$ cat src/design/edge_capture_pkg.sv
package edge_capture_pkg;

    // Frame geometry of the edge map
    localparam int frame_width  = 160;                        // Pixels per line
    localparam int frame_height = 120;                        // Lines per frame
    localparam int frame_pixels = frame_width * frame_height; // 19,200 pixels

    // One edge bit per pixel, eight pixels share a byte
    localparam int pixels_per_byte = 8;
    localparam int frame_bytes     = frame_pixels / pixels_per_byte; // 2,400 bytes

    // Address and counter widths
    localparam int byte_addr_width   = $clog2(frame_bytes);      // 12 bits
    localparam int pixel_index_width = $clog2(frame_pixels);     // 15 bits
    localparam int count_width       = $clog2(frame_pixels + 1); // Holds a full edge frame

    // Packer FSM
    typedef enum logic [0:0] {
        pk_collect, // Gathering edge bits
        pk_done     // Frame tick, address back to 0
    } packer_state_t;

endpackage
$ cat src/design/edge_count_stats.sv
`timescale 1ns/1ps

module edge_count_stats import edge_capture_pkg::*; (
    input  logic                   clk,
    input  logic                   reset,
    input  logic                   we,
    input  logic [7:0]             wdata,
    input  logic                   frame_tick,
    output logic [count_width-1:0] edge_count,
    output logic                   count_valid
);

    logic [count_width-1:0] sum_reg;
    logic [3:0]             byte_ones;

    // Edge pixels in one packed byte
    function automatic logic [3:0] popcount8(input logic [7:0] b);
        logic [3:0] n;
        n = '0;
        for (int i = 0; i < 8; i++) begin
            n = n + {3'b000, b[i]};
        end
        return n;
    endfunction

    assign byte_ones = popcount8(wdata);

    always_ff @(posedge clk) begin
        if (reset) begin
            sum_reg     <= '0;
            edge_count  <= '0;
            count_valid <= 1'b0;
        end else begin
            count_valid <= frame_tick;
            if (frame_tick) begin
                edge_count <= sum_reg; // Last byte landed the cycle before
                sum_reg    <= '0;
            end else if (we) begin
                sum_reg <= sum_reg + count_width'(byte_ones);
            end
        end
    end

endmodule

$ cat config.mk
export PLATFORM = sky130hd
export DESIGN_NAME = edge_count_stats
export DESIGN_NICKNAME = d
export VERILOG_FILES = /design/src/design/edge_capture_pkg.sv /design/src/design/edge_count_stats.sv
export SDC_FILE = /design/constraint.sdc
export NUM_CORES = 1
export LEC_CHECK = 0
export BUFFER_PORTS_ARGS = -buffer_cell sky130_fd_sc_hd__buf_2
export CORE_MARGIN = 2
export CORE_UTILIZATION = 55
export CTS_CLUSTER_SIZE = 24
export DETAILED_ROUTE_END_ITERATION = 12
export PLACE_DENSITY_LB_ADDON = 0.3
export SYNTH_ARGS = -nofsm -noshare
export SYNTH_HDL_FRONTEND = slang
export SYNTH_SLANG_ARGS = --single-unit
$ cat constraint.sdc
create_clock -name clk -period 7.2 [get_ports clk]
set_input_delay 1.08 -clock clk [delete_from_list [all_inputs] [get_ports clk]]
set_output_delay 1.08 -clock clk [all_outputs]
set_load 0.03 [all_outputs]
Word level (Yosys, flattened, before mapping)
Cells that the tools add are included.
- flip-flop bits (word level): 31
- latch bits: 0
- bits in writable memories: 0
- ROM bits: 0
- memories kept: 0
- $add $sub $neg: 8
- $mul: 0
- divide/modulo/power cells: 0
- magnitude comparators: 0
- equal/unequal tests: 0
- shift operators: 0
- multiplexer cells: 0
- bitwise logic cells: 0
- reduce and logical (&&, ||, !) cells: 1
- operators by type and width (kind ; number):
    $add 4x1->4 ; 4
    $add 15x4->15 ; 1
    $add 3x1->4 ; 1
    $add 2x1->3 ; 1
    $add 1x1->2 ; 1
    $reduce_or 2->1 ; 1

Depth between registers and ports, before layout
- depth in word-level cells: 8
- mapped depth: 11
- depth with buffers taken out: 11

Worst setup path before layout
No wires, ideal clock.
- path type: input port to flip-flop
- start: in wdata[0]
- end: reg sum_reg[10]
- arrival time: 4211 ps
- slack: 2920 ps
- stages on the path: 10
- path through: fa_1 inv_1 fa_1 fa_1 fa_1 fa_1 and2b_1 o211ai_1 or4_1 o21ai_1
- longest elaborated chain between the ends: 8
- ends and longest elaborated chain (item ; RTL line ; source):
    start: declaration ; edge_count_stats.sv:7 ; input logic [7:0] wdata,
    $add 1x1->2 ; edge_count_stats.sv:21 ; n = n + {3'b000, b[i]};
    $add 2x1->3 ; edge_count_stats.sv:21 ;
    $add 3x1->4 ; edge_count_stats.sv:21 ;
    $add 4x1->4 (4 in a row) ; edge_count_stats.sv:21 ;
    $add 15x4->15 ; edge_count_stats.sv:39 ; sum_reg <= sum_reg + count_width'(byte_ones);
    end signal: assignment ; edge_count_stats.sv:39 ;
    end: declaration ; edge_count_stats.sv:13 ; logic [count_width-1:0] sum_reg;
Every way passes these cells.
A chain may end at the register's enable or synchronous reset.

Worst setup path in the final report
Ends and elaborated chain as after synthesis.

==> metrics.txt <==
# TYPE chip_impl_metric gauge
chip_impl_info{name="status",value="finished clean"} 1
chip_impl_metric{name="layout.nets",unit=""} 217
chip_impl_metric{name="cts_setup_buffers",unit=""} 0
chip_impl_metric{name="irDropWorstVdd",unit="V"} 0.000187
chip_impl_info{name="clockRootBuffer",value="sky130_fd_sc_hd__clkbuf_4"} 1
chip_impl_metric{name="worst_ep_required_time",unit="ns"} 7.47
chip_impl_metric{name="num_io_pins",unit=""} 28
chip_impl_metric{name="area.growth.synth_to_final",unit="%"} 12.6
chip_impl_metric{name="power_switching",unit="uW"} 95.9
chip_impl_metric{name="track_usage",unit=""} 0.215
chip_impl_metric{name="preCtsSetupSlack",unit="ns"} 2.59
chip_impl_metric{name="seq_power_share",unit=""} 0.529
chip_impl_metric{name="yosysSeqAreaShare",unit=""} 0.397
chip_impl_info{name="synth_top_area_cell",value="sky130_fd_sc_hd__dfxtp_1"} 1
chip_impl_info{name="worst_hold_path_type",value="reg -> reg"} 1
chip_impl_metric{name="post-route-period-util",unit=""} 0.589
chip_impl_info{name="startpoint_type",value="primary input"} 1
chip_impl_info{name="yosysMostFrequentCell",value="sky130_fd_sc_hd__dfxtp_1"} 1
chip_impl_metric{name="power.switching_fraction",unit=""} 0.288
chip_impl_metric{name="synthArstFlopShare",unit=""} 0
chip_impl_metric{name="wire_per_inst",unit="um"} 14.0
chip_impl_metric{name="synth_edf_count",unit=""} 0
chip_impl_metric{name="post-route-drc-count",unit=""} 0
chip_impl_metric{name="gp_weighted_congestion",unit=""} 0.814
chip_impl_metric{name="grt_antenna_before_repair",unit=""} 0
chip_impl_metric{name="drt_iter0_markers",unit=""} 25
chip_impl_metric{name="syn_area",unit="um2"} 1560
chip_impl_metric{name="drv_cap",unit=""} 0
chip_impl_metric{name="grt_pass1_vias",unit=""} 1204
chip_impl_metric{name="synth.avg_cell_area",unit="um2"} 9.42
chip_impl_metric{name="tns",unit="ns"} 0
chip_impl_metric{name="ys_warn_count",unit=""} 0
chip_impl_metric{name="grt_first_pass_wirelength",unit="um"} 5260
chip_impl_metric{name="power_frac_clock",unit=""} 0.291
chip_impl_metric{name="avgViaCountPerCell",unit=""} 5.58
chip_impl_metric{name="number_of_storage_elements_in_the_synthesis_netlist",unit=""} 31
chip_impl_metric{name="place_hpwl",unit="um"} 2340
chip_impl_metric{name="final_layout_size_suffix_gt1_frac",unit=""} 0.200
chip_impl_metric{name="critPathMaxFanout",unit=""} 5
chip_impl_metric{name="combinationalPowerShare",unit=""} 0.179
chip_impl_metric{name="cts_resized",unit=""} 0
chip_impl_metric{name="static_leakage",unit="uW"} 0.000822
chip_impl_metric{name="syn-num-nets",unit=""} 189
chip_impl_metric{name="grt.overflow.total",unit=""} 0
chip_impl_metric{name="rows",unit=""} 19
chip_impl_metric{name="clock_path_buffers",unit=""} 2
chip_impl_info{name="synth_top_flop_cell",value="sky130_fd_sc_hd__dfxtp_1"} 1
chip_impl_metric{name="synth_top_cell_area_share",unit=""} 0.397
chip_impl_info{name="cp_class",value="in -> reg"} 1
chip_impl_metric{name="die_w",unit="um"} 57.3
chip_impl_metric{name="timing.max_slew.rel_slack",unit=""} 0.587
chip_impl_metric{name="drt-pass1-iter-count",unit=""} 4
chip_impl_metric{name="worst_clock_skew",unit="ns"} 0.00465
chip_impl_info{name="synth_commonest_cells",value="sky130_fd_sc_hd__dfxtp_1 (31), sky130_fd_sc_hd__nor2_1 (23), sky130_fd_sc_hd__mux2i_1 (19)"} 1
chip_impl_metric{name="synthesis.instances",unit=""} 166
chip_impl_info{name="setup.worst_path.end_class",value="flip-flop"} 1
chip_impl_metric{name="initial_utilization",unit=""} 0.572
chip_impl_metric{name="grt_max_degree",unit=""} 23
chip_impl_metric{name="number_of_sinks_on_the_clock_net",unit=""} 31
chip_impl_metric{name="cts_made_buffers",unit=""} 5
chip_impl_metric{name="totalWireLength",unit="um"} 3160
chip_impl_metric{name="final-max-slew-violation-count",unit=""} 0
chip_impl_info{name="tritoncts",value="yes"} 1
chip_impl_metric{name="clock_latency",unit="ns"} 0.33
chip_impl_info{name="rsz0062_at_grt",value="false"} 1
chip_impl_metric{name="cell_internal_pwr",unit="uW"} 237
chip_impl_metric{name="worstPathArrival",unit="ns"} 4.52
chip_impl_metric{name="power_density",unit="nW/um2"} 189
chip_impl_metric{name="max_freq",unit="GHz"} 0.236
chip_impl_metric{name="via_count",unit=""} 1261
chip_impl_metric{name="core_region_area",unit="um2"} 2730
chip_impl_metric{name="hold-worst-slack",unit="ns"} 0.497
chip_impl_metric{name="fp.dieArea",unit="um2"} 3290
chip_impl_metric{name="cts.htree.levels",unit=""} 2
chip_impl_info{name="netlist_top_cells_area",value="sky130_fd_sc_hd__dfxtp_1 (40%), sky130_fd_sc_hd__mux2i_1 (12%), sky130_fd_sc_hd__fa_1 (6.4%)"} 1
chip_impl_metric{name="n_antenna_cell",unit=""} 0
chip_impl_metric{name="clkTransAtPathRegs",unit="ns"} 0.09
chip_impl_metric{name="hold_violations",unit=""} 0
chip_impl_metric{name="drt.antenna.violating_nets",unit=""} 0
chip_impl_metric{name="synth_cell_types",unit=""} 35
chip_impl_metric{name="final_period_minus_worst_setup_slack",unit="ns"} 4.24
chip_impl_metric{name="worst_slack",unit="ns"} 2.96
chip_impl_metric{name="postCtsHoldBufs",unit=""} 0
chip_impl_metric{name="chipHeight",unit="um"} 57.3
chip_impl_metric{name="setup_viol",unit=""} 0
chip_impl_metric{name="max_slew.worst_pin.slew",unit="ns"} 0.619
chip_impl_metric{name="buffer_ports.inserted",unit=""} 27
cells in the final DEF (no fill, tap or decap), drive strengths merged:
master    n
dfxtp    31
inv      12
nand4     2
a21o      1
nand3     3
and2      3
buf      27
or2       3
o211ai    3
xor2      1
o21a      2
clkbuf    7
or4       2
and2b     1
nor2     23
nor3      2
mux2i    19
a21oi     7
o2111ai   1
o31ai     1
xnor2     2
and4      4
nand2    10
ha        6
a211oi    2
clkinv    1
o21ai     4
or3       5
nor2b     3
o2111a    2
fa        5
final timing paths:
kind | start | end | slack [ns] | cells past startpoint
setup / recovery | wdata[0] | sum_reg[10]$_SDFFE_PP0P_ | 2.96 | 11
hold / removal | edge_count[14]$_SDFFE_PP0P_ | edge_count[14]$_SDFFE_PP0P_ | 0.50 | 2
setup reg to reg | sum_reg[0]$_SDFFE_PP0P_ | sum_reg[10]$_SDFFE_PP0P_ | 3.92 | 9
hold reg to reg | edge_count[14]$_SDFFE_PP0P_ | edge_count[14]$_SDFFE_PP0P_ | 0.50 | 2
critical path: stages:
cell	delay [ns]
sky130_fd_sc_hd__buf_2	0.11
sky130_fd_sc_hd__fa_1	0.52
sky130_fd_sc_hd__inv_1	0.05
sky130_fd_sc_hd__fa_1	0.51
sky130_fd_sc_hd__fa_1	0.43
sky130_fd_sc_hd__fa_1	0.42
sky130_fd_sc_hd__fa_1	0.38
sky130_fd_sc_hd__and2b_1	0.29
sky130_fd_sc_hd__o211ai_1	0.20
sky130_fd_sc_hd__or4_1	0.43
sky130_fd_sc_hd__o21ai_1	0.08
cell type report:
class / count / area (um2)
Timing Repair Buffer: 27 / 135
Fill cell: 260 / 972
Tap cell: 31 / 38.8
Clock buffer: 7 / 45.0
Sequential cell: 31 / 621
Multi-Input combinational cell: 117 / 872
Clock inverter: 1 / 5.00
Inverter: 12 / 45.0
logic make-up after synthesis:
family / synth area share
simple gates: 0.208
flops: 0.397
compound gates: 0.0992
mux: 0.122
buf+inv: 0.0456
fa+ha+maj: 0.112
xor+xnor: 0.0168
power by group through the flow:
stage	sequential (uW)	clock [uW]	combinational [uW]
after floorplan	182	0	43.0
after global placement	180	0	56.4
after detailed placement	180	0	60.2
after CTS	176	99.9	60.4
after global routing	177	106	68.3
final	176	96.9	59.7
routing by layer:
metal / track usage / part of all wire / vias up / routed length, um
li1: - / - / 636 / -
met1: 0.236 / 0.43 / 587 / 1350
met2: 0.361 / 0.50 / 28 / 1580
met3: 0.0544 / 0.042 / 10 / 131
met4: 0.153 / 0.031 / 0 / 97
met5: 0 / 0 / - / 0
through the flow:
step                area [um2]  power [uW]  utilization  cells
finish                    1760         333        0.644    226
global route              1760         351        0.644    226
CTS                       1760         336        0.644    226
detailed placement        1710         240        0.626    218
global placement          1710         236        0.626    218
floorplan                 1560         225            -    166
(Power assumes the default switching activity.)
