File: src/design/edge_capture_pkg.sv
package edge_capture_pkg;

    // Frame geometry of the edge map
    localparam int frame_width  = 160;                        // Pixels per line
    localparam int frame_height = 120;                        // Lines per frame
    localparam int frame_pixels = frame_width * frame_height; // 19,200 pixels

    // One edge bit per pixel, eight pixels share a byte
    localparam int pixels_per_byte = 8;
    localparam int frame_bytes     = frame_pixels / pixels_per_byte; // 2,400 bytes

    // Address and counter widths
    localparam int byte_addr_width   = $clog2(frame_bytes);      // 12 bits
    localparam int pixel_index_width = $clog2(frame_pixels);     // 15 bits
    localparam int count_width       = $clog2(frame_pixels + 1); // Holds a full edge frame

    // Packer FSM
    typedef enum logic [0:0] {
        pk_collect, // Gathering edge bits
        pk_done     // Frame tick, address back to 0
    } packer_state_t;

endpackage
File: src/design/edge_pixel_reader.sv
`timescale 1ns/1ps

module edge_pixel_reader import edge_capture_pkg::*; (
    input  logic                         clk,
    input  logic                         reset,
    input  logic                         rd_req,
    input  logic [pixel_index_width-1:0] rd_index,
    input  logic [7:0]                   rd_data,
    output logic                         rd_en,
    output logic [byte_addr_width-1:0]   rd_addr,
    output logic                         rd_valid,
    output logic                         rd_pixel
);

    localparam int off_width = $clog2(pixels_per_byte);

    logic                 req_d1;
    logic [off_width-1:0] off_d1;

    // Byte address is p/8, straight to the RAM
    assign rd_en   = rd_req;
    assign rd_addr = rd_index[pixel_index_width-1:off_width];

    // Bit offset waits out the RAM read cycle
    always_ff @(posedge clk) begin
        if (reset) begin
            req_d1 <= 1'b0;
        end else begin
            req_d1 <= rd_req;
        end
    end

    always_ff @(posedge clk) begin
        off_d1 <= rd_index[off_width-1:0];
    end

    // Second cycle, pick the bit out of the returned byte
    always_ff @(posedge clk) begin
        if (reset) begin
            rd_valid <= 1'b0;
        end else begin
            rd_valid <= req_d1;
        end
    end

    always_ff @(posedge clk) begin
        rd_pixel <= rd_data[off_d1];
    end

    // Fixed two-cycle read latency
    a_read_latency: assert property (
        @(posedge clk) disable iff (reset)
        rd_valid == $past(rd_req, 2)
    ) else $error("reader valid does not follow request by two cycles");

endmodule

File: config.mk
export PLATFORM = sky130hd
export DESIGN_NAME = edge_pixel_reader
export DESIGN_NICKNAME = d
export VERILOG_FILES = /design/src/design/edge_capture_pkg.sv /design/src/design/edge_pixel_reader.sv
export SDC_FILE = /design/constraint.sdc
export NUM_CORES = 1
export LEC_CHECK = 0
export BUFFER_PORTS_ARGS = -buffer_cell sky130_fd_sc_hd__buf_2
export CAP_MARGIN = 40
export CORE_AREA = 2 2 39 41
export DETAILED_ROUTE_END_ITERATION = 12
export DIE_AREA = 0 0 41 43
export PLACE_DENSITY_LB_ADDON = 0.08
export SYNTH_ARGS = -nofsm -noshare
export SYNTH_HDL_FRONTEND = slang
export SYNTH_SLANG_ARGS = --single-unit
File: constraint.sdc
create_clock -name clk -period 3.2 [get_ports clk]
set_clock_uncertainty 0.05 [all_clocks]
set_input_delay 0.32 -clock clk [delete_from_list [all_inputs] [get_ports clk]]
set_output_delay 0.32 -clock clk [all_outputs]
set_load 0.02 [all_outputs]
# After elaboration in Yosys (flattened, before gate mapping)
# Index checks and enable logic that the tools add are counted.
# W data, S select, Z words.
totals:
  regBits: 6
  inputBits: 26
  elab_cells: 7
  output_inout_bits: 15
op_classes:
  n_mux: 2
  order_cmp: 1
ops:
  columns: ["cell", "count"]
  rows:
  - ["$lt A3 B4 Y1 const B", 1]
  - ["$bmux W1 S3", 1]
  - ["$mux W1", 1]

# Longest topological paths before layout
# Gate-level depths: netlist of the first run.
depth:
  depth_word: 2
  ltp_mapped: 2
  mapped_depth_nobuf: 2

# Worst setup path after synthesis of the first run
# Ideal clock, no wire load.
synth_path:
  path_kind: "flip-flop to flip-flop"
  from: "reg off_d1[0]"
  to: "reg rd_pixel"
  n_path_buf: 0
  required_time_ns: 3.029
  path_slack_ns: 1.918
  setup_time_ns: 0.121
  path_stages_with_launch: 3
  t_arrival_ns: 1.111
  period_less_slack_ns: 1.282
  path_cell_list: "dfxtp_1 > mux4_1 > mux2_2"
synth_between:
  elab_chain_len: 2
synth_lines:
  columns: ["element", "line_no", "source"]
  rows:
  - ["start, declared", "edge_pixel_reader.sv:18", "logic [off_width-1:0] off_d1;"]
  - ["start signal, assigned", "edge_pixel_reader.sv:34", "off_d1 <= rd_index[off_width-1:0];"]
  - ["$bmux W1 S3", "edge_pixel_reader.sv:47", "rd_pixel <= rd_data[off_d1];"]
  - ["$mux W1 (implied by the code)", "edge_pixel_reader.sv:47", null]
  - ["end signal, assigned", "edge_pixel_reader.sv:47", null]
  - ["end, declared", "edge_pixel_reader.sv:12", "output logic rd_pixel"]
# No other way between the ends. The select of a mux whose other input is x is not followed.
# A chain may end at the register's enable or synchronous reset.

# Final worst setup path of the first run
# Same ends and word-level chain as after synthesis.

==> results.yml, run 1 <==
outcome:
  status: "finished clean"
routing:
  routed_wl_um: 535
  vias: 172
  drtIter0Drc: 3
  drc: 0
  ant_nets: 0
  wl_per_cell_um: 11.6
  drt_first_pass_iters: 2
  vias_per_cell: 3.74
clock_tree:
  cts_buffers: 3
  cts_hold_buf: 0
  clkLatencyLatePin_ps: 240
  cts-root-buf: "clkbuf_4"
  clockBufferDepth: 2
  cts.sinks: 6
  cts_tree: "yes"
  ctsResizeCount: 0
  cts.reportedPaths.clkPinSlew_ps: 40
  cts_setup_buffers: 0
  h-tree-depth: 1
grt:
  grt-ovfl-total: 0
  grtUsageMet3_pct: 12.6
  grt_usage_pct: 7.74
  grt_pass1_vias: 184
  grt_pass1_wl_um: 841
  met1_usage_pct: 4.19
  grt_busiest_layer: "met3"
  grt_start_max_net_pins: 4
  antenna_found_initial: 0
  grtUsageMet2_pct: 11.6
final_layout:
  fin_util_pct: 23.1
  fin_nets: 58
  area.growth.synth_to_final_pct: 8.51
  drive_gt1_share_pct: 66.7
  antenna_cells: 0
worst_setup_path:
  required_ps: 3270
  critPathArrivalTime_ps: 1410
  cp-start-kind: "flip-flop"
  endpoint_kind: "flip-flop"
  crit_type: "flip-flop to flip-flop"
  crit_fanout: 2
yosys:
  synth_edf_count: 0
  ys_top_cells_by_area: "dfxtp_1 (41%), buf_4 (33%), mux4_1 (18%)"
  ys_async_sr_fraction_pct: 0
  synth_nets: 50
  synth_common_cells: "buf_4 (13), dfxtp_1 (6), mux4_1 (2), nor2b_1 (2), mux2_2 (1)"
  yosysWarnings: 0
  synth.yosys.seq_area_share_pct: 40.9
  syn_inst: 24
  synth_area_leader_cell: "dfxtp_1"
  synth_area_um2: 294
  yosys.area.top_type_share_pct: 40.9
  ys_seq_elements: 6
  yosys_most_used_dff: "dfxtp_1"
  ys_types: 5
  yosysMostFrequentCell: "buf_4"
  syn_avg_cell_area_um2: 12.3
power:
  power_switching_mw: 0.0329
  comb_power_share_pct: 12.1
  p_clk_share_pct: 39.2
  p_leak_nw: 0.158
  p_sw_share_pct: 19.6
  power_frac_seq_pct: 48.7
  p_int_mw: 0.135
  powerDensity_nw_per_um2: 526
  ir_worst_vdd_v: 0.000150
floorplanning:
  dieArea_um2: 1760
  start_util_pct: 21.2
  die_w_um: 41
  fp.coreArea_um2: 1380
  pin_count: 41
  fp-row-count: 14
  die_h_um: 43
sta:
  slew_viol_final: 0
  whs_ps: 135
  max_freq_ghz: 0.750
  rsz0062_at_grt: "no"
  hold_viol: 0
  final-setup-viol-count: 0
  post-route-min-period_ps: 1330
  fin_crit_sh_pct: 41.6
  tns_ps: 0
  tightest_slew_ps: 107
  timing.slew.headroom_pct: 92.8
job:
  maxCapViolCount: 0
placement:
  place.gp.congestion: 0.583
  numPortBuffers: 16
hold_path:
  holdCritPathClass: "primary input to flip-flop"
-- layout make-up --
class	count	area (µm²)
clock buffer	3	22.5
fill	156	1060
tap	16	20.0
sequential	6	120
timing repair buffer	16	80.1
multi-input combinational	5	76.3
-- flip-flops by register name (all words and copies together), names as in the netlist --
name and count:
off_d1 3, rd_pixel 1, req_d1 1, rd_valid 1
-- final timing paths --
kind	start	end	slack, ps	cells past startpoint
max	off_d1[0]$_DFF_P_	rd_pixel$_DFF_P_	1870	2
min reg2reg	req_d1$_SDFF_PP0_	rd_valid$_SDFF_PP0_	400	1
max reg2reg	off_d1[0]$_DFF_P_	rd_pixel$_DFF_P_	1870	2
min	rd_index[0]	off_d1[0]$_DFF_P_	130	1
-- logic make-up after synthesis --
kind of cell           Yosys count  share of synthesized area (%)
DFF                              6                           40.9
muxes                            3                           21.7
and+or+nand+nor                  2                           4.25
buffers and inverters           13                           33.2
-- power groups by stage --
| stage | combinational, mW | clock [mW] | sequential, mW |
|---|---|---|---|
| 6_report | 0.0203 | 0.0659 | 0.0817 |
| 4_1_cts | 0.0207 | 0.0715 | 0.0818 |
| 3_3_place_gp | 0.0201 | 0 | 0.0832 |
| 5_1_grt | 0.0224 | 0.0790 | 0.0821 |
| 3_5_place_dp | 0.0207 | 0 | 0.0831 |
| 2_1_floorplan | 0.0300 | 0 | 0.0856 |
-- layout by cell type (no fill, tap or decap) --
cell	netlist	final
buf_2	0	16
dfxtp_1	6	6
clkbuf_4	0	3
mux4_1	2	2
nor2b_1	2	2
mux2_2	1	1
-- metal layers --
metal / vias to the layer above / part of all wire (%)
met5: - / 0
met4: 0 / 0
met3: 0 / 20
met2: 18 / 54
met1: 73 / 26
li1: 81 / -
-- worst max-delay path, cell delays in order (launching register included) --
cell and delay [ps]:
dfxtp_1 350, mux4_1 550, mux2_2 270
-- per-stage QoR --
step / setup WS (ps) / area, µm² / cells / total power, mW
after CTS: 1860 / 319 / 46 / 0.174
after global placement: 1870 / 297 / 43 / 0.103
after global routing: 1830 / 319 / 46 / 0.183
final: 1870 / 319 / 46 / 0.168
after floorplan: 1920 / 294 / 24 / 0.116
after detailed placement: 1850 / 297 / 43 / 0.104
Power figures use the tool's default switching activity.
==> run 2, diff against run 1 <==
Settings changed: ABC_AREA set to 1.
Clock period 3.2 ns to 1.15 ns, I/O delays scaled along.
==> results.yml, run 2 <==
outcome:
  status: "finished clean"
sta:
  hold_viol: 0
  whs_ps: 38.6
  rsz0062_at_grt: "no"
  fin_crit_sh_pct: 73.8
  slew_viol_final: 0
  final-setup-viol-count: 0
  post-route-min-period_ps: 848
  max_freq_ghz: 1.18
  tightest_slew_ps: 166
  timing.slew.headroom_pct: 88.9
  tns_ps: 0
placement:
  place.gp.congestion: 0.704
  numPortBuffers: 16
  dp_hpwl_um: 478
routing:
  vias: 281
  ant_nets: 0
  drt_first_pass_iters: 2
  wl_per_cell_um: 7.23
  vias_per_cell: 3.65
  drc: 0
  routed_wl_um: 557
  drtIter0Drc: 2
clock_tree:
  ctsResizeCount: 0
  cts_tree: "yes"
  h-tree-depth: 1
  clockBufferDepth: 2
  cts_setup_buffers: 0
  cts.sinks: 6
  cts.reportedPaths.clkPinSlew_ps: 40
  clkLatencyLatePin_ps: 230
  cts-root-buf: "clkbuf_4"
  cts_buffers: 3
worst_setup_path:
  endpoint_kind: "flip-flop"
  critPathArrivalTime_ps: 930
  required_ps: 1230
  crit_type: "flip-flop to flip-flop"
  crit_path_frequent_cell: "nand2_1"
  cp_cell_sequence: "nand2_1, nand3_1, nand2_1, nand2_1, nand2_1"
  cpMaxStageDelayCell: "dfxtp_1"
  crit_fanout: 5
  cpPeakStageDelay_ps: 390
  cp-start-kind: "flip-flop"
hold_path:
  holdCritPathClass: "primary input to flip-flop"
power:
  p_int_mw: 0.381
  p_sw_share_pct: 22.2
  power_frac_seq_pct: 46.5
  power_switching_mw: 0.109
  p_clk_share_pct: 37.7
  ir_worst_vdd_v: 0.000486
  p_leak_nw: 0.258
  comb_power_share_pct: 15.8
  powerDensity_nw_per_um2: 1200
yosys:
  ys_top_cells_by_area: "dfxtp_1 (35%), buf_4 (28%), nand2_1 (14%)"
  synth_xor_area_share_pct: 0
  syn_inst: 51
  synth.yosys.seq_area_share_pct: 35.0
  yosysWarnings: 0
  ys_async_sr_fraction_pct: 0
  ys_seq_elements: 6
  synth_common_cells: "buf_4 (13), nand2_1 (13), inv_1 (12)"
  synth_edf_count: 0
  synth-adder-area-share_pct: 0
  syn_avg_cell_area_um2: 6.72
  synth_top_family_by_area: "buffers and inverters"
  synth_area_um2: 343
  muxShareOfSynthArea_pct: 0
  synth_area_leader_cell: "dfxtp_1"
  yosys_most_used_dff: "dfxtp_1"
  synth_simple_gate_area_share_pct: 22.3
  synth_compound_area_share_pct: 0
  synth_nets: 77
  ys_types: 7
  yosys.area.top_type_share_pct: 35.0
floorplanning:
  start_util_pct: 24.8
  die_w_um: 41
  die_h_um: 43
  pin_count: 41
  fp.coreArea_um2: 1380
  fp-row-count: 14
  dieArea_um2: 1760
grt:
  antenna_found_initial: 0
  grt_start_max_net_pins: 6
  grt_pass1_vias: 239
  grt-ovfl-total: 0
  grt_usage_pct: 7.55
  grt_pass1_wl_um: 828
final_layout:
  drive_gt1_share_pct: 32.8
  num-fill-cells: 157
  largest_register_ffs: 3
  mostFrequentLayoutCells: "buf_2 (16), nand2_1 (13), inv_1 (12), dfxtp_1 (6)"
  area.growth.synth_to_final_pct: 19.0
  fin_nets: 89
  largest_register: "off_d1"
  fin_util_pct: 29.5
  antenna_cells: 0
  final_common_cell: "buf_2"
job:
  maxCapViolCount: 0
[run 2: worst paths after layout]
path | cells past startpoint | start | endpoint | slack [ps]
worst max register to register | 5 | off_d1[0]$_DFF_P_ | rd_pixel$_DFF_P_ | 300
worst min-delay path | 3 | rd_req | req_d1$_SDFF_PP0_ | 40
worst min register to register | 2 | req_d1$_SDFF_PP0_ | rd_valid$_SDFF_PP0_ | 350
worst max-delay path | 5 | off_d1[0]$_DFF_P_ | rd_pixel$_DFF_P_ | 300
[run 2: through the flow]
step           power (mW)  setup slack [ps]  instances  area [µm²]
3_3_place_gp        0.302               299         70         345
3_5_place_dp        0.300               296         70         345
4_1_cts             0.512               279         77         408
2_1_floorplan       0.331               358         51         343
5_1_grt             0.530               201         77         408
6_report            0.490               302         77         408
[run 2: cells by family (layout without fill, tap and decap cells)]
kind of cell / after synthesis / in the layout
buffers and inverters: 26 / 36
and+or+nand+nor: 19 / 19
DFF: 6 / 6
[run 2: final cells by class]
cell class | count | area (µm²) | area share [%]
timing repair buffer | 20 | 120 | 29.4
multi-input combinational | 19 | 76.3 | 18.7
tap | 16 | 20.0 | 4.91
clock buffer | 3 | 22.5 | 5.52
inverter | 13 | 48.8 | 12.0
sequential | 6 | 120 | 29.4
[run 2: power by group through the flow]
stage	logic (mW)	clock network, mW	registers, mW
after floorplan	0.0927	0	0.238
after global placement	0.0701	0	0.231
after CTS	0.0795	0.205	0.227
final	0.0776	0.185	0.228
after global routing	0.0885	0.213	0.229
after detailed placement	0.0690	0	0.231
[run 2: what timing repair did]
item / CTS / global route
endpoints found under the setup margin: 0 / 0
endpoints found under the hold margin: 5 / 0
hold buffers: 4 / 0
[run 2: worst max-delay path, delay by kind of cell (launching register included)]
family        cells  cell delay [ps]
flops             1              390
simple gates      5              310
[run 2: routing by layer]
| layer | part of all wire, % | GRT usage [%] | wire length (µm) |
|---|---|---|---|
| met1 | 40 | 6.47 | 221 |
| met2 | 44 | 10.6 | 243 |
| met3 | 15 | 5.76 | 85 |
| met4 | 1.1 | 6.67 | 6 |
| met5 | 0 | 0 | 0 |
