[src/design/edge_capture_pkg.sv]
package edge_capture_pkg;

    // Frame geometry of the edge map
    localparam int frame_width  = 160;                        // Pixels per line
    localparam int frame_height = 120;                        // Lines per frame
    localparam int frame_pixels = frame_width * frame_height; // 19,200 pixels

    // One edge bit per pixel, eight pixels share a byte
    localparam int pixels_per_byte = 8;
    localparam int frame_bytes     = frame_pixels / pixels_per_byte; // 2,400 bytes

    // Address and counter widths
    localparam int byte_addr_width   = $clog2(frame_bytes);      // 12 bits
    localparam int pixel_index_width = $clog2(frame_pixels);     // 15 bits
    localparam int count_width       = $clog2(frame_pixels + 1); // Holds a full edge frame

    // Packer FSM
    typedef enum logic [0:0] {
        pk_collect, // Gathering edge bits
        pk_done     // Frame tick, address back to 0
    } packer_state_t;

endpackage
[src/design/edge_pixel_packer.sv]
`timescale 1ns/1ps

module edge_pixel_packer import edge_capture_pkg::*; (
    input  logic                       clk,
    input  logic                       reset,
    input  logic                       canny_de,
    input  logic                       canny_bit,
    output logic                       we,
    output logic [7:0]                 wdata,
    output logic [byte_addr_width-1:0] waddr,
    output logic                       frame_tick
);

    packer_state_t state, state_next;

    logic [$clog2(pixels_per_byte)-1:0] bit_cnt_reg, bit_cnt_next;
    logic [7:0]                         shift_reg, shift_next;
    logic [7:0]                         wdata_reg, wdata_next;
    logic [byte_addr_width-1:0]         waddr_reg, waddr_next;
    logic                               we_reg, we_next;

    assign we         = we_reg;
    assign wdata      = wdata_reg;
    assign waddr      = waddr_reg;
    assign frame_tick = (state == pk_done); // One cycle after the last write

    always_ff @(posedge clk) begin
        if (reset) begin
            state       <= pk_collect;
            bit_cnt_reg <= '0;
            waddr_reg   <= '0;
            we_reg      <= 1'b0;
        end else begin
            state       <= state_next;
            bit_cnt_reg <= bit_cnt_next;
            waddr_reg   <= waddr_next;
            we_reg      <= we_next;
        end
    end

    // Byte payload registers
    always_ff @(posedge clk) begin
        shift_reg <= shift_next;
        wdata_reg <= wdata_next;
    end

    always_comb begin
        state_next   = state;
        bit_cnt_next = bit_cnt_reg;
        shift_next   = shift_reg;
        wdata_next   = wdata_reg;
        waddr_next   = waddr_reg;
        we_next      = 1'b0;

        case (state)
            pk_collect: begin
                // Address moves on once the pending write has gone out
                if (we_reg) begin
                    if (waddr_reg == byte_addr_width'(frame_bytes - 1)) begin
                        state_next = pk_done;
                    end else begin
                        waddr_next = waddr_reg + 1'b1;
                    end
                end

                // Shifting in from the top leaves the first pixel in the LSB
                if (canny_de) begin
                    shift_next   = {canny_bit, shift_reg[7:1]};
                    bit_cnt_next = bit_cnt_reg + 1'b1;
                    if (bit_cnt_reg == 3'd7) begin
                        wdata_next = {canny_bit, shift_reg[7:1]}; // Completed byte
                        we_next    = 1'b1;
                    end
                end
            end

            pk_done: begin
                // Strobes here are dropped
                waddr_next   = '0;
                bit_cnt_next = '0;
                state_next   = pk_collect;
            end

            default: begin
                state_next = pk_collect;
            end
        endcase
    end

    // The tick cycle never carries a write
    a_no_we_on_tick: assert property (
        @(posedge clk) disable iff (reset)
        !(we && frame_tick)
    ) else $error("packer write collides with frame tick");

    // Writes stay inside the frame buffer
    a_waddr_in_range: assert property (
        @(posedge clk) disable iff (reset)
        we |-> (waddr < byte_addr_width'(frame_bytes))
    ) else $error("packer write address out of range");

endmodule

[config.mk]
export PLATFORM = sky130hd
export DESIGN_NAME = edge_pixel_packer
export DESIGN_NICKNAME = d
export VERILOG_FILES = /design/src/design/edge_capture_pkg.sv /design/src/design/edge_pixel_packer.sv
export SDC_FILE = /design/constraint.sdc
export NUM_CORES = 1
export LEC_CHECK = 0
export BUFFER_PORTS_ARGS = -buffer_cell sky130_fd_sc_hd__buf_2
export CORE_UTILIZATION = 47
export CTS_CLUSTER_DIAMETER = 120
export DETAILED_ROUTE_END_ITERATION = 8
export PLACE_DENSITY = 0.79
export SLEW_MARGIN = 20
export SYNTH_ARGS = -nofsm -noshare
export SYNTH_HDL_FRONTEND = slang
export SYNTH_SLANG_ARGS = --single-unit
[constraint.sdc]
create_clock -name clk -period 1.66 [get_ports clk]
set_clock_uncertainty 0.1 [all_clocks]
set_input_delay 0.166 -clock clk [delete_from_list [all_inputs] [get_ports clk]]
set_output_delay 0.166 -clock clk [all_outputs]
set_load 0.1 [all_outputs]
======== Word-level counts from Yosys, hierarchy flattened ========
Index checks and enable logic that the tools add are counted.
operators by class
  add/subtract/negate cells ............... 2
  equality and inequality tests ........... 5
  mux-type cells .......................... 9
  bitwise operators ....................... 2
  reduce and logical (&&, ||, !) cells .... 4
operators with widths
  kind                                                              number
  12-bit 2-to-1 mux                                                 2
  12-bit case mux with 2 select lines                               1
  12-bit by 1-bit adder with 12-bit output (second input constant)  1
  12-bit == test (second input constant)                            1
  2-bit != test (second input constant)                             3
  3-bit case mux with 2 select lines                                1
  2-bit AND reduction                                               2
  3-bit by 1-bit adder with 3-bit output (second input constant)    1
  3-bit == test (second input constant)                             1
  1-bit 2-to-1 mux                                                  3
  3-bit 2-to-1 mux                                                  1
  3-bit AND reduction                                               1
  3-bit OR reduction                                                1
  1-bit inverter                                                    2
  1-bit case mux with 2 select lines                                1
word-level totals
  flip-flop bits (word level) ............. 33
  bits of input ports ..................... 4
  output and inout port bits .............. 22
  logic and storage cells ................. 28

======== Longest topological paths before layout ========
Gate-level depths: netlist of run 1.
  depth in word-level cells ............... 4
  gate-level depth with buffers ........... 5
  mapped depth without buffers ............ 5

======== Least setup slack after synthesis of run 1 ========
OpenSTA, ideal clock, no wires.
  kind .................................... reg2reg
  from .................................... register waddr_reg[0] (netlist: waddr[0])
  to ...................................... register waddr_reg[5] (netlist: waddr[5])
  library setup time ...................... 0.115 ns
  data arrival time ....................... 2.239 ns
  data required time ...................... 1.445 ns
  path slack .............................. -0.794 ns
  cell stages (with the launch flop) ...... 6
  path buffers ............................ 0
  period minus slack after synthesis ...... 2.454 ns
  path through ............................ dfxtp_1 > ha_1 > nand4_1 > o31ai_4 > nor4_1 > o21a_1
on the way
  cells in the longest elaborated chain, start to end .. 4
  elaborated cells on any way between the ends .. 7
  classes of those cells .................. add/sub: 1; eq/ne: 2; mux: 3; reduce/logical: 1
ends and longest elaborated chain
  item                                      RTL line                 RTL
  start: declaration                        edge_pixel_packer.sv:19  logic [byte_addr_width-1:0] waddr_reg, waddr_next;
  start signal: assignment                  edge_pixel_packer.sv:36  waddr_reg <= waddr_next;
  12-bit by 1-bit adder with 12-bit output  edge_pixel_packer.sv:62  waddr_next = waddr_reg + 1'b1;
  12-bit 2-to-1 mux                         edge_pixel_packer.sv:59  if (waddr_reg == byte_addr_width'(frame_bytes - 1)) begin
  12-bit 2-to-1 mux                         edge_pixel_packer.sv:58  if (we_reg) begin
  12-bit case mux with 2 select lines       edge_pixel_packer.sv:55  case (state)
Parallel ways exist; a longest one is shown, timed or not. The select of a mux whose other input is x is not followed.
A chain may end at the register's enable or synchronous reset.

======== Worst setup path in the final report of run 1 ========
  from .................................... register waddr_reg[7] (netlist: waddr[7])
  to ...................................... register waddr_reg[5] (netlist: waddr[5])
on the way
  cells in the longest elaborated chain, start to end .. 3
ends and longest elaborated chain
  item                                  RTL line
  12-bit == test                        edge_pixel_packer.sv:59
  2-bit != test (no source line)        -
  2-bit AND reduction (no source line)  -
Every way passes these cells.

==> summary.txt, run 1 <==
Timing
  • FMAX: 618 MHz
  • Setup TNS: 0 ns
  • RSZ-0062 raised after global routing: yes
  • Final setup fails: 0
  • Period utilization: 97.4%
  • Fin. Hold Viols: 0
  • Post-route minimum period: 1.62 ns
  • Slew @ Worst Pin: 0.491 ns
  • Pins over their slew limit: 0
  • Slew headroom: 67.5%

Routing
  • Via/cell ratio: 5.38
  • Post-route ant nets: 0
  • First drt pass iteration count: 4
  • Remaining routing DRC violations: 0
  • Detailed Route WL: 2370 um
  • Routed length per instance: 14.3 um
  • Initial DRC count: 23
  • Vias: 893

Worst setup path
  • Critical Path RT: 1.79 ns
  • Worst reg2reg setup slack: 0.04 ns
  • CP Class: reg2reg
  • CP peak stage delay: 0.40 ns
  • RR Startpoint: waddr[7]
  • Reg-to-reg endpoint: waddr[5]
  • Worst Setup EP: waddr[5]
  • Critical Path Source: waddr[7]
  • CP max-delay cell: or3b_4
  • Worst Path Max Fanout: 7
  • Critical path endpoint category: flop
  • CP arrival: 1.75 ns
  • CP cell instances: or3b_4 > o31ai_4 > nor4_1 > o21a_1
  • Critical path launch point type: flop
  • R2R cell count: 4

Logic synthesis
  • Post-synthesis mux area share: 1.63%
  • Dominant cells by area after synthesis: edfxtp_1 37%, dfxtp_1 28%, ha_1 3.0%, xnor2_1 2.8%, nor2_1 2.7%
  • Fraction of registers with async set/reset: 0%
  • Adder-cell share of the synthesized area: 3.05%
  • Most frequent cells after synthesis: 17 x dfxtp_1, 15 x edfxtp_1, 9 x nor2_1, 5 x nand3_1
  • Synth top area share: 36.6%
  • Ys Warns: 0
  • #FFs+latches synth: 32
  • Fraction of the mapped netlist area in simple logic gates: 15.8%
  • Most numerous cell in the Yosys netlist: dfxtp_1
  • Mean post-synth cell area: 12.8 um2
  • Complex-gate fraction of the synthesized area: 9.55%
  • XOR/XNOR Fraction of Synth Area: 4.27%
  • Syn Nets: 103
  • EDFF count, synth: 15
  • Largest family of logic cells by synthesized area: simple AND/OR/NAND/NOR gates
  • Seq/Total Area, Yosys: 64.2%
  • Netlist Area Pre-Place: 1230 um2
  • Dominant cell type by area after synthesis: edfxtp_1
  • Count of unique library cells instantiated by Yosys: 35
  • Top_reg_cell synth: dfxtp_1
  • Cells after Synth: 96

GRT
  • Vias in the first global route: 827
  • First-pass GRT wire length: 3690 um
  • Largest net degree at the start of global routing: 14
  • Initial antenna violation count: 0
  • Total GRT Usage: 19.5%
  • Total gr overflow: 0

Clock tree
  • CTS root buffer: clkbuf_4
  • CTS H-tree lvls: 2
  • Clk buf depth: 2
  • Total CTS buffers: 5
  • Clock transition at path regs: 0.10 ns
  • Worst-Skew Late Latency: 0.33 ns
  • Clk sinks: 32
  • Post-CTS Resized: 0
  • CTS tree: yes

Die
  • Io pins: 26
  • Initial Utilization: 49.7%
  • Core region area: 2480 um2
  • Die ar.: 2830 um2
  • Die width: 53.2 um
  • Die height: 53.2 um
  • Core Rows: 18

Run
  • Max-cap viol count: 0

Cells and area
  • Area grow syn2layout: 29.7%
  • Max reg flops: 12
  • Ant. Diodes: 0
  • Final layout net count: 142
  • Fraction of layout cells with a size suffix above 1: 44.9%

Power
  • Switching fraction of total power: 20.4%
  • Clock Power Share: 40.1%
  • Power share of the combinational group: 2.6%
  • PwrDens: 910 nW/um2
  • Power Total: 1.45 mW
  • NetSw: 0.296 mW
  • Fraction of power consumed by sequential logic: 57.4%
  • Maximum vdd drop: 0.697 mV
  • Pleak: 0.608 nW
  • Pint: 1.16 mW

Place
  • RePlAce Congestion: 0.869
  • Port bufs: 25
  • Post-DP HPWL: 1660 um

Run status
  • Status: complete, no violations

Hold path
  • Hold Crit Class: in2reg
  • Hold path cells: 3
worst min path at each step:
| stage | startpoint | to | slack [ns] |
|---|---|---|---|
| floorplan | reset | we | 0.13 |
| global placement | canny_bit | wdata[7] | 0.26 |
| detailed placement | canny_bit | wdata[7] | 0.26 |
| CTS | canny_de | bit_cnt_reg[2] | 0.04 |
| global route | canny_de | bit_cnt_reg[1] | 0.05 |
| finish | canny_de | bit_cnt_reg[2] | 0.05 |
layout by cell type, fill, tap and decap left out, types with 2 or more instances in the layout:
| master | netlist | routed |
|---|---|---|
| buf_2 | 0 | 25 |
| edfxtp_1 | 15 | 15 |
| nor2_1 | 9 | 9 |
| dfxtp_4 | 0 | 9 |
| buf_4 | 0 | 6 |
| nand3_1 | 5 | 5 |
| clkbuf_4 | 0 | 5 |
| dfxtp_2 | 0 | 5 |
| inv_1 | 4 | 4 |
| xnor2_1 | 4 | 4 |
| nand2_1 | 3 | 3 |
| dfxtp_1 | 17 | 3 |
| nand4_1 | 2 | 2 |
| o41ai_1 | 2 | 2 |
| xor2_1 | 2 | 2 |
| mux2i_1 | 2 | 2 |
| nor4_2 | 1 | 2 |
| a21oi_1 | 2 | 2 |
| or3_1 | 2 | 2 |
| nor4_1 | 3 | 2 |
| ha_1 | 3 | 2 |
| dlygate4sd3_1 | 0 | 2 |
stage by stage:
step                worst slack [ns]  hold WS [ns]  instances  utilization, %  area [um2]
finish                        0.0424        0.0514        166            64.4        1600
global route                -0.00826        0.0533        166            64.4        1600
CTS                           0.0493        0.0436        162            63.2        1570
detailed placement            0.0311         0.261        151            58.9        1460
global placement              0.0827         0.256        151            58.9        1460
floorplan                     -0.105         0.128         96               -        1290
routing by layer:
layer / part of all wire (%) / vias to the layer above / global-route usage [%]
met5: 0 / - / 0
met4: 1.2 / 0 / 11.8
li1: - / 442 / -
met1: 43 / 415 / 21.1
met3: 5.5 / 4 / 6.61
met2: 51 / 32 / 32.5
repair_timing:
action                                  in CTS  in global routing
setup buffers                                1                  4
hold buffers                                 2                  0
pin swaps                                    2                  5
hold endpoints to repair                     3                  0
endpoints found under the setup margin       1                  4
power groups by stage:
stage	clock network [mW]	logic [mW]	registers (mW)
6_report	0.582	0.0372	0.833
5_1_grt	0.631	0.0418	0.835
4_1_cts	0.592	0.0377	0.833
3_5_place_dp	0	0.0335	0.851
3_3_place_gp	0	0.0322	0.850
2_1_floorplan	0	0.0214	0.849
cells by family after synthesis:
logic type / count (synthesis)
simple gates: 34
flops: 32
compound gates: 14
xor+xnor: 6
buf+inv: 5
fa+ha+maj: 3
mux: 2
critical path, delay by kind of cell, from the launching register on:
kind	cells	cell delay, ns
AND/OR/NAND/NOR	2	0.50
AO/OA/AOI/OAI	2	0.56
flip-flops	1	0.36
final cells by class:
cell class | count | area [um2]
timing repair buffer | 33 | 190
sequential | 32 | 831
clock buffer | 5 | 37.5
inverter | 4 | 15.0
tap | 30 | 37.5
multi-input combinational | 59 | 443
clock inverter | 3 | 42.5
fill | 194 | 881
(Power assumes the default switching activity.)
==> inputs of run 2 (changes only) <==
--- a/config.mk
+++ b/config.mk
@@ -5,8 +5,9 @@
 export SDC_FILE = /design/constraint.sdc
 export NUM_CORES = 1
 export LEC_CHECK = 0
+export ABC_AREA = 1
 export BUFFER_PORTS_ARGS = -buffer_cell sky130_fd_sc_hd__buf_2
-export CORE_UTILIZATION = 47
+export CORE_UTILIZATION = 48
 export CTS_CLUSTER_DIAMETER = 120
 export DETAILED_ROUTE_END_ITERATION = 8
 export PLACE_DENSITY = 0.79
==> summary.txt, run 2 <==
Routing
  • Detailed Route WL: 2650 um
  • First drt pass iteration count: 4
  • Via/cell ratio: 5.31
  • Routed length per instance: 12.1 um
  • Post-route ant nets: 0
  • Vias: 1157
  • Initial DRC count: 61
  • Remaining routing DRC violations: 0

Die
  • Io pins: 26
  • Die width: 56.0 um
  • Core region area: 2760 um2
  • Core Rows: 19
  • Die height: 56.0 um
  • Initial Utilization: 50.7%
  • Die ar.: 3130 um2

GRT
  • Total GRT Usage: 18.3%
  • Largest net degree at the start of global routing: 13
  • First-pass GRT wire length: 4260 um
  • Vias in the first global route: 1023
  • Initial antenna violation count: 0
  • Total gr overflow: 0

Timing
  • Post-route minimum period: 1.55 ns
  • Period utilization: 93.4%
  • Slew headroom: 67.8%
  • Final Hold Slack: 0.0129 ns
  • Min setup slack post-route: 0.109 ns
  • RSZ-0062 raised after global routing: no
  • Final setup fails: 0
  • Setup TNS: 0 ns
  • Slew @ Worst Pin: 0.487 ns
  • Pins over their slew limit: 0
  • Fin. Hold Viols: 0
  • FMAX: 645 MHz

Hold path
  • Hold_sp: canny_de
  • Hold path endpoint: bit_cnt_reg[0]
  • Hold path cells: 3
  • Hold Crit Class: in2reg

Worst setup path
  • CP max-delay cell: dfxtp_4
  • Buffers and inverters on the worst path: 0
  • Worst reg2reg setup slack: 0.11 ns
  • Critical Path RT: 1.79 ns
  • Critical path launch point type: flop
  • CP most frequent cell: nand2_2
  • R2R cell count: 8
  • RR Startpoint: waddr[0]
  • Delay-heaviest family, CP: simple AND/OR/NAND/NOR gates
  • Critical path endpoint category: flop
  • Reg-to-reg endpoint: waddr[4]
  • CP arrival: 1.69 ns
  • CP cell instances: ha_4 > nand2_2 > nor2_8 > nand3_4 > nand2_8 > nand2_2 > nand2_1 > a21oi_2
  • CP Class: reg2reg
  • CP peak stage delay: 0.38 ns
  • Worst Path Max Fanout: 10

Cells and area
  • Final layout net count: 193
  • Fin cells: 218
  • Fin area: 1740 um2
  • Area grow syn2layout: 24.2%
  • Ant. Diodes: 0
  • Fraction of layout cells with a size suffix above 1: 35.8%
  • Final Core Density: 62.9%
  • Most common cell after layout, fill and taps aside: nand2_1
  • Max reg flops: 12
  • Most frequent cells in the layout: 31 x nand2_1, 24 x buf_2, 18 x inv_1, 16 x nor2_1, 15 x edfxtp_1
  • Fillers: 239

Logic synthesis
  • Top_reg_cell synth: dfxtp_1
  • #FFs+latches synth: 32
  • EDFF count, synth: 15
  • Cells after Synth: 150
  • Seq/Total Area, Yosys: 56.6%
  • Syn Nets: 157
  • Fraction of registers with async set/reset: 0%
  • Count of unique library cells instantiated by Yosys: 25
  • Most frequent cells after synthesis: 31 x nand2_1, 18 x inv_1, 17 x dfxtp_1, 16 x nor2_1, 15 x edfxtp_1
  • Dominant cells by area after synthesis: edfxtp_1 32%, dfxtp_1 24%, nand2_1 8.3%, inv_1 4.8%, nor2_1 4.3%
  • Netlist Area Pre-Place: 1400 um2
  • Synth top area share: 32.2%
  • Ys Warns: 0
  • Most numerous cell in the Yosys netlist: nand2_1
  • Dominant cell type by area after synthesis: edfxtp_1
  • Mean post-synth cell area: 9.32 um2

Clock tree
  • Clock transition at path regs: 0.10 ns
  • Clk sinks: 32
  • Clk buf depth: 2
  • CTS root buffer: clkbuf_4
  • CTS H-tree lvls: 2
  • CTS tree: yes
  • Total CTS buffers: 5
  • Worst-Skew Late Latency: 0.34 ns

Power
  • PwrDens: 848 nW/um2
  • Maximum vdd drop: 0.822 mV
  • Pleak: 0.725 nW
  • Power Total: 1.47 mW

Place
  • Port bufs: 25
  • Cell Area, Placed: 1600 um2
  • RePlAce Congestion: 0.815
  • Dpl ws: 0.0833 ns
  • Post-DP HPWL: 1890 um
  • Placed cells: 205

Run
  • Max-cap viol count: 0

Run status
  • Status: complete, no violations
[run 2: kinds of logic after synthesis]
kind of cell / count (synthesis) / synth area share, %
buffers and inverters: 22 / 6.53
adder cells (fa/ha/maj): 3 / 2.69
AO/OA/AOI/OAI: 17 / 6.36
AND/OR/NAND/NOR: 75 / 27.2
XOR/XNOR: 1 / 0.627
flip-flops: 32 / 56.6
[run 2: worst max-delay path by stage]
| stage | slack (ns) | depth (start not counted) | end | from |
|---|---|---|---|---|
| 6_report | 0.11 | 8 | waddr[4] | waddr[0] |
| 5_1_grt | 0.02 | 9 | waddr[10] | waddr[0] |
| 4_1_cts | 0.06 | 8 | waddr[4] | waddr[0] |
| 3_5_place_dp | 0.08 | 8 | waddr[4] | waddr[0] |
| 3_3_place_gp | 0.14 | 8 | waddr[4] | waddr[0] |
| 2_1_floorplan | 0.01 | 9 | waddr[9] | waddr[0] |
[run 2: power breakdown]
group	total [mW]	leakage (nW)	internal, mW	switching, mW
clock	0.586	0.0412	0.314	0.272
sequential	0.845	0.286	0.837	0.00809
combinational	0.0409	0.398	0.0173	0.0235
total	1.47	0.725	1.17	0.303
[run 2: cell type report]
| class | count | area [um2] | share of cell area, % |
|---|---|---|---|
| clock buffers | 5 | 37.5 | 2.16 |
| clock inverters | 3 | 42.5 | 2.45 |
| inverters | 19 | 71.3 | 4.11 |
| multi-input cells | 97 | 552 | 31.8 |
| flip-flops and latches | 32 | 816 | 47.0 |
| well taps | 31 | 38.8 | 2.24 |
| repair buffers | 31 | 178 | 10.2 |
[run 2: routing by layer]
metal	track usage (%)	share of wire (%)	wire length, um	vias up
met3	7.44	6.8	180	7
met4	9.41	2.2	57	0
li1	-	-	-	569
met2	30.8	51	1350	44
met5	0	0	0	-
met1	19.6	40	1060	537
[run 2: worst reg2reg max path: stages, from the launching register on]
cell	delay, ns
dfxtp_4	0.38
ha_4	0.14
nand2_2	0.10
nor2_8	0.19
nand3_4	0.16
nand2_8	0.13
nand2_2	0.10
nand2_1	0.10
a21oi_2	0.05
[run 2: repair_timing]
| item | 4_1_cts | 5_1_grt |
|---|---|---|
| buffers inserted | 0 | 2 |
| hold buffers | 2 | 0 |
| endpoints found under the setup margin | 0 | 6 |
| hold endpoints to repair | 7 | 0 |
| gates resized for setup | 0 | 2 |
==> inputs of run 3 (changes only) <==
--- a/config.mk
+++ b/config.mk
@@ -11,6 +11,7 @@
 export CTS_CLUSTER_DIAMETER = 120
 export DETAILED_ROUTE_END_ITERATION = 8
 export PLACE_DENSITY = 0.79
+export SETUP_SLACK_MARGIN = 0.4
 export SLEW_MARGIN = 20
 export SYNTH_ARGS = -nofsm -noshare
 export SYNTH_HDL_FRONTEND = slang
==> summary.txt, run 3 (synthesis results as in run 2) <==
Clock tree
  • CTS root buffer: clkbuf_4
  • CTS H-tree lvls: 2
  • CTS tree: yes
  • Clock transition at path regs: 0.10 ns
  • Worst-Skew Late Latency: 0.33 ns
  • Total CTS buffers: 5
  • Clk buf depth: 2
  • Clk sinks: 32

Timing
  • Post-route minimum period: 1.50 ns
  • Min setup slack post-route: 0.157 ns
  • Period utilization: 90.5%
  • Setup TNS: 0 ns
  • Final setup fails: 0
  • FMAX: 665 MHz
  • RSZ-0062 raised after global routing: yes
  • Final Hold Slack: 0.0180 ns
  • Slew headroom: 67.8%
  • Slew @ Worst Pin: 0.487 ns
  • Pins over their slew limit: 0
  • Fin. Hold Viols: 0

Cells and area
  • Most frequent cells in the layout: 28 x nand2_1, 17 x inv_1, 17 x buf_4, 15 x edfxtp_1, 14 x nor2_1
  • Final layout net count: 202
  • Fillers: 170
  • Final Core Density: 75.0%
  • Ant. Diodes: 0
  • Area grow syn2layout: 47.9%
  • Max reg flops: 12
  • Most common cell after layout, fill and taps aside: nand2_1
  • Fraction of layout cells with a size suffix above 1: 45.9%

Die
  • Die ar.: 3130 um2
  • Core Rows: 19
  • Core region area: 2760 um2
  • Die width: 56.0 um
  • Initial Utilization: 50.7%
  • Io pins: 26
  • Die height: 56.0 um

Worst setup path
  • Worst Path Max Fanout: 8
  • Critical Path RT: 1.78 ns
  • CP arrival: 1.62 ns
  • CP cell instances: ha_4 > nand2_4 > nor2_8 > nand3_4 > buf_12 > nand3_2 > nand2_2 > nand2_2 > nor2_1
  • Critical path endpoint category: flop
  • CP peak stage delay: 0.39 ns
  • CP max-delay cell: dfxtp_4
  • Delay-heaviest family, CP: simple AND/OR/NAND/NOR gates
  • CP Class: reg2reg
  • Buffers and inverters on the worst path: 1
  • Critical path launch point type: flop
  • CP most frequent cell: nand2_2

Power
  • Maximum vdd drop: 0.761 mV
  • Power Total: 1.46 mW
  • Pleak: 0.828 nW
  • PwrDens: 706 nW/um2

Routing
  • Initial DRC count: 56
  • Vias: 1246
  • Remaining routing DRC violations: 0
  • Detailed Route WL: 3250 um
  • Via/cell ratio: 5.49
  • First drt pass iteration count: 4
  • Routed length per instance: 14.3 um
  • Post-route ant nets: 0

Place
  • Port bufs: 25
  • Post-DP HPWL: 1970 um
  • RePlAce Congestion: 0.803
  • Dpl ws: 0.135 ns

GRT
  • Total gr overflow: 0
  • Vias in the first global route: 1132
  • First-pass GRT wire length: 5000 um
  • Largest net degree at the start of global routing: 13
  • Total GRT Usage: 21.3%
  • Initial antenna violation count: 0

Run
  • Max-cap viol count: 0

Run status
  • Status: complete, no violations

Hold path
  • Hold Crit Class: in2reg
==> run 3: cell type report <==
type | count | area, um2 | share of cell area [%]
Timing Repair Buffer | 41 | 418 | 20.2
Tap cell | 31 | 38.8 | 1.88
Clock inverter | 3 | 42.5 | 2.06
Multi-Input combinational cell | 96 | 621 | 30.0
Sequential cell | 32 | 838 | 40.6
Clock buffer | 5 | 37.5 | 1.82
Inverter | 19 | 71.3 | 3.45
==> run 3: path summary, 6_finish.rpt <==
path / from / endpoint / slack (ns) / cells past startpoint
setup / recovery: waddr[1] / waddr[10] / 0.16 / 9
hold / removal: canny_de / bit_cnt_reg[0] / 0.02 / 3
setup reg to reg: waddr[1] / waddr[10] / 0.16 / 9
hold reg to reg: shift_reg[1] / wdata[0] / 0.33 / 0
==> run 3: stage by stage <==
| step | std cells | cell area, um2 |
|---|---|---|
| after floorplan | 150 | 1540 |
| after global placement | 203 | 1680 |
| after detailed placement | 203 | 1680 |
| after CTS | 221 | 1950 |
| after global routing | 227 | 2070 |
| final | 227 | 2070 |
==> run 3: routing by layer <==
layer | part of all wire (%) | global-route usage, % | vias to the layer above
met1 | 37 | 23.6 | 548
met5 | 0 | 0 | -
met2 | 50 | 35.7 | 88
li1 | - | - | 591
met3 | 8.8 | 6.74 | 19
met4 | 4.6 | 12.2 | 0
==> run 3: tightest hold or removal path, delay by kind of cell <==
kind                   cells  cell delay [ns]
AND/OR/NAND/NOR            1             0.07
buffers and inverters      1             0.11
XOR/XNOR                   1             0.06
==> run 3: where the power goes <==
group	total, mW	leakage, nW	internal (mW)	switching (mW)
Clock	0.576	0.0412	0.314	0.262
Sequential	0.836	0.289	0.825	0.0108
Combinational	0.0478	0.498	0.0215	0.0263
==> run 3: repair_timing <==
| action | 4_1_cts | 5_1_grt |
|---|---|---|
| hold buffers | 2 | 0 |
| pin swaps | 6 | 4 |
| resized for setup | 28 | 24 |
| endpoints found under the setup margin | 42 | 36 |
| buffers inserted | 8 | 6 |
| hold endpoints to repair | 7 | 0 |
| cloned | 0 | 0 |
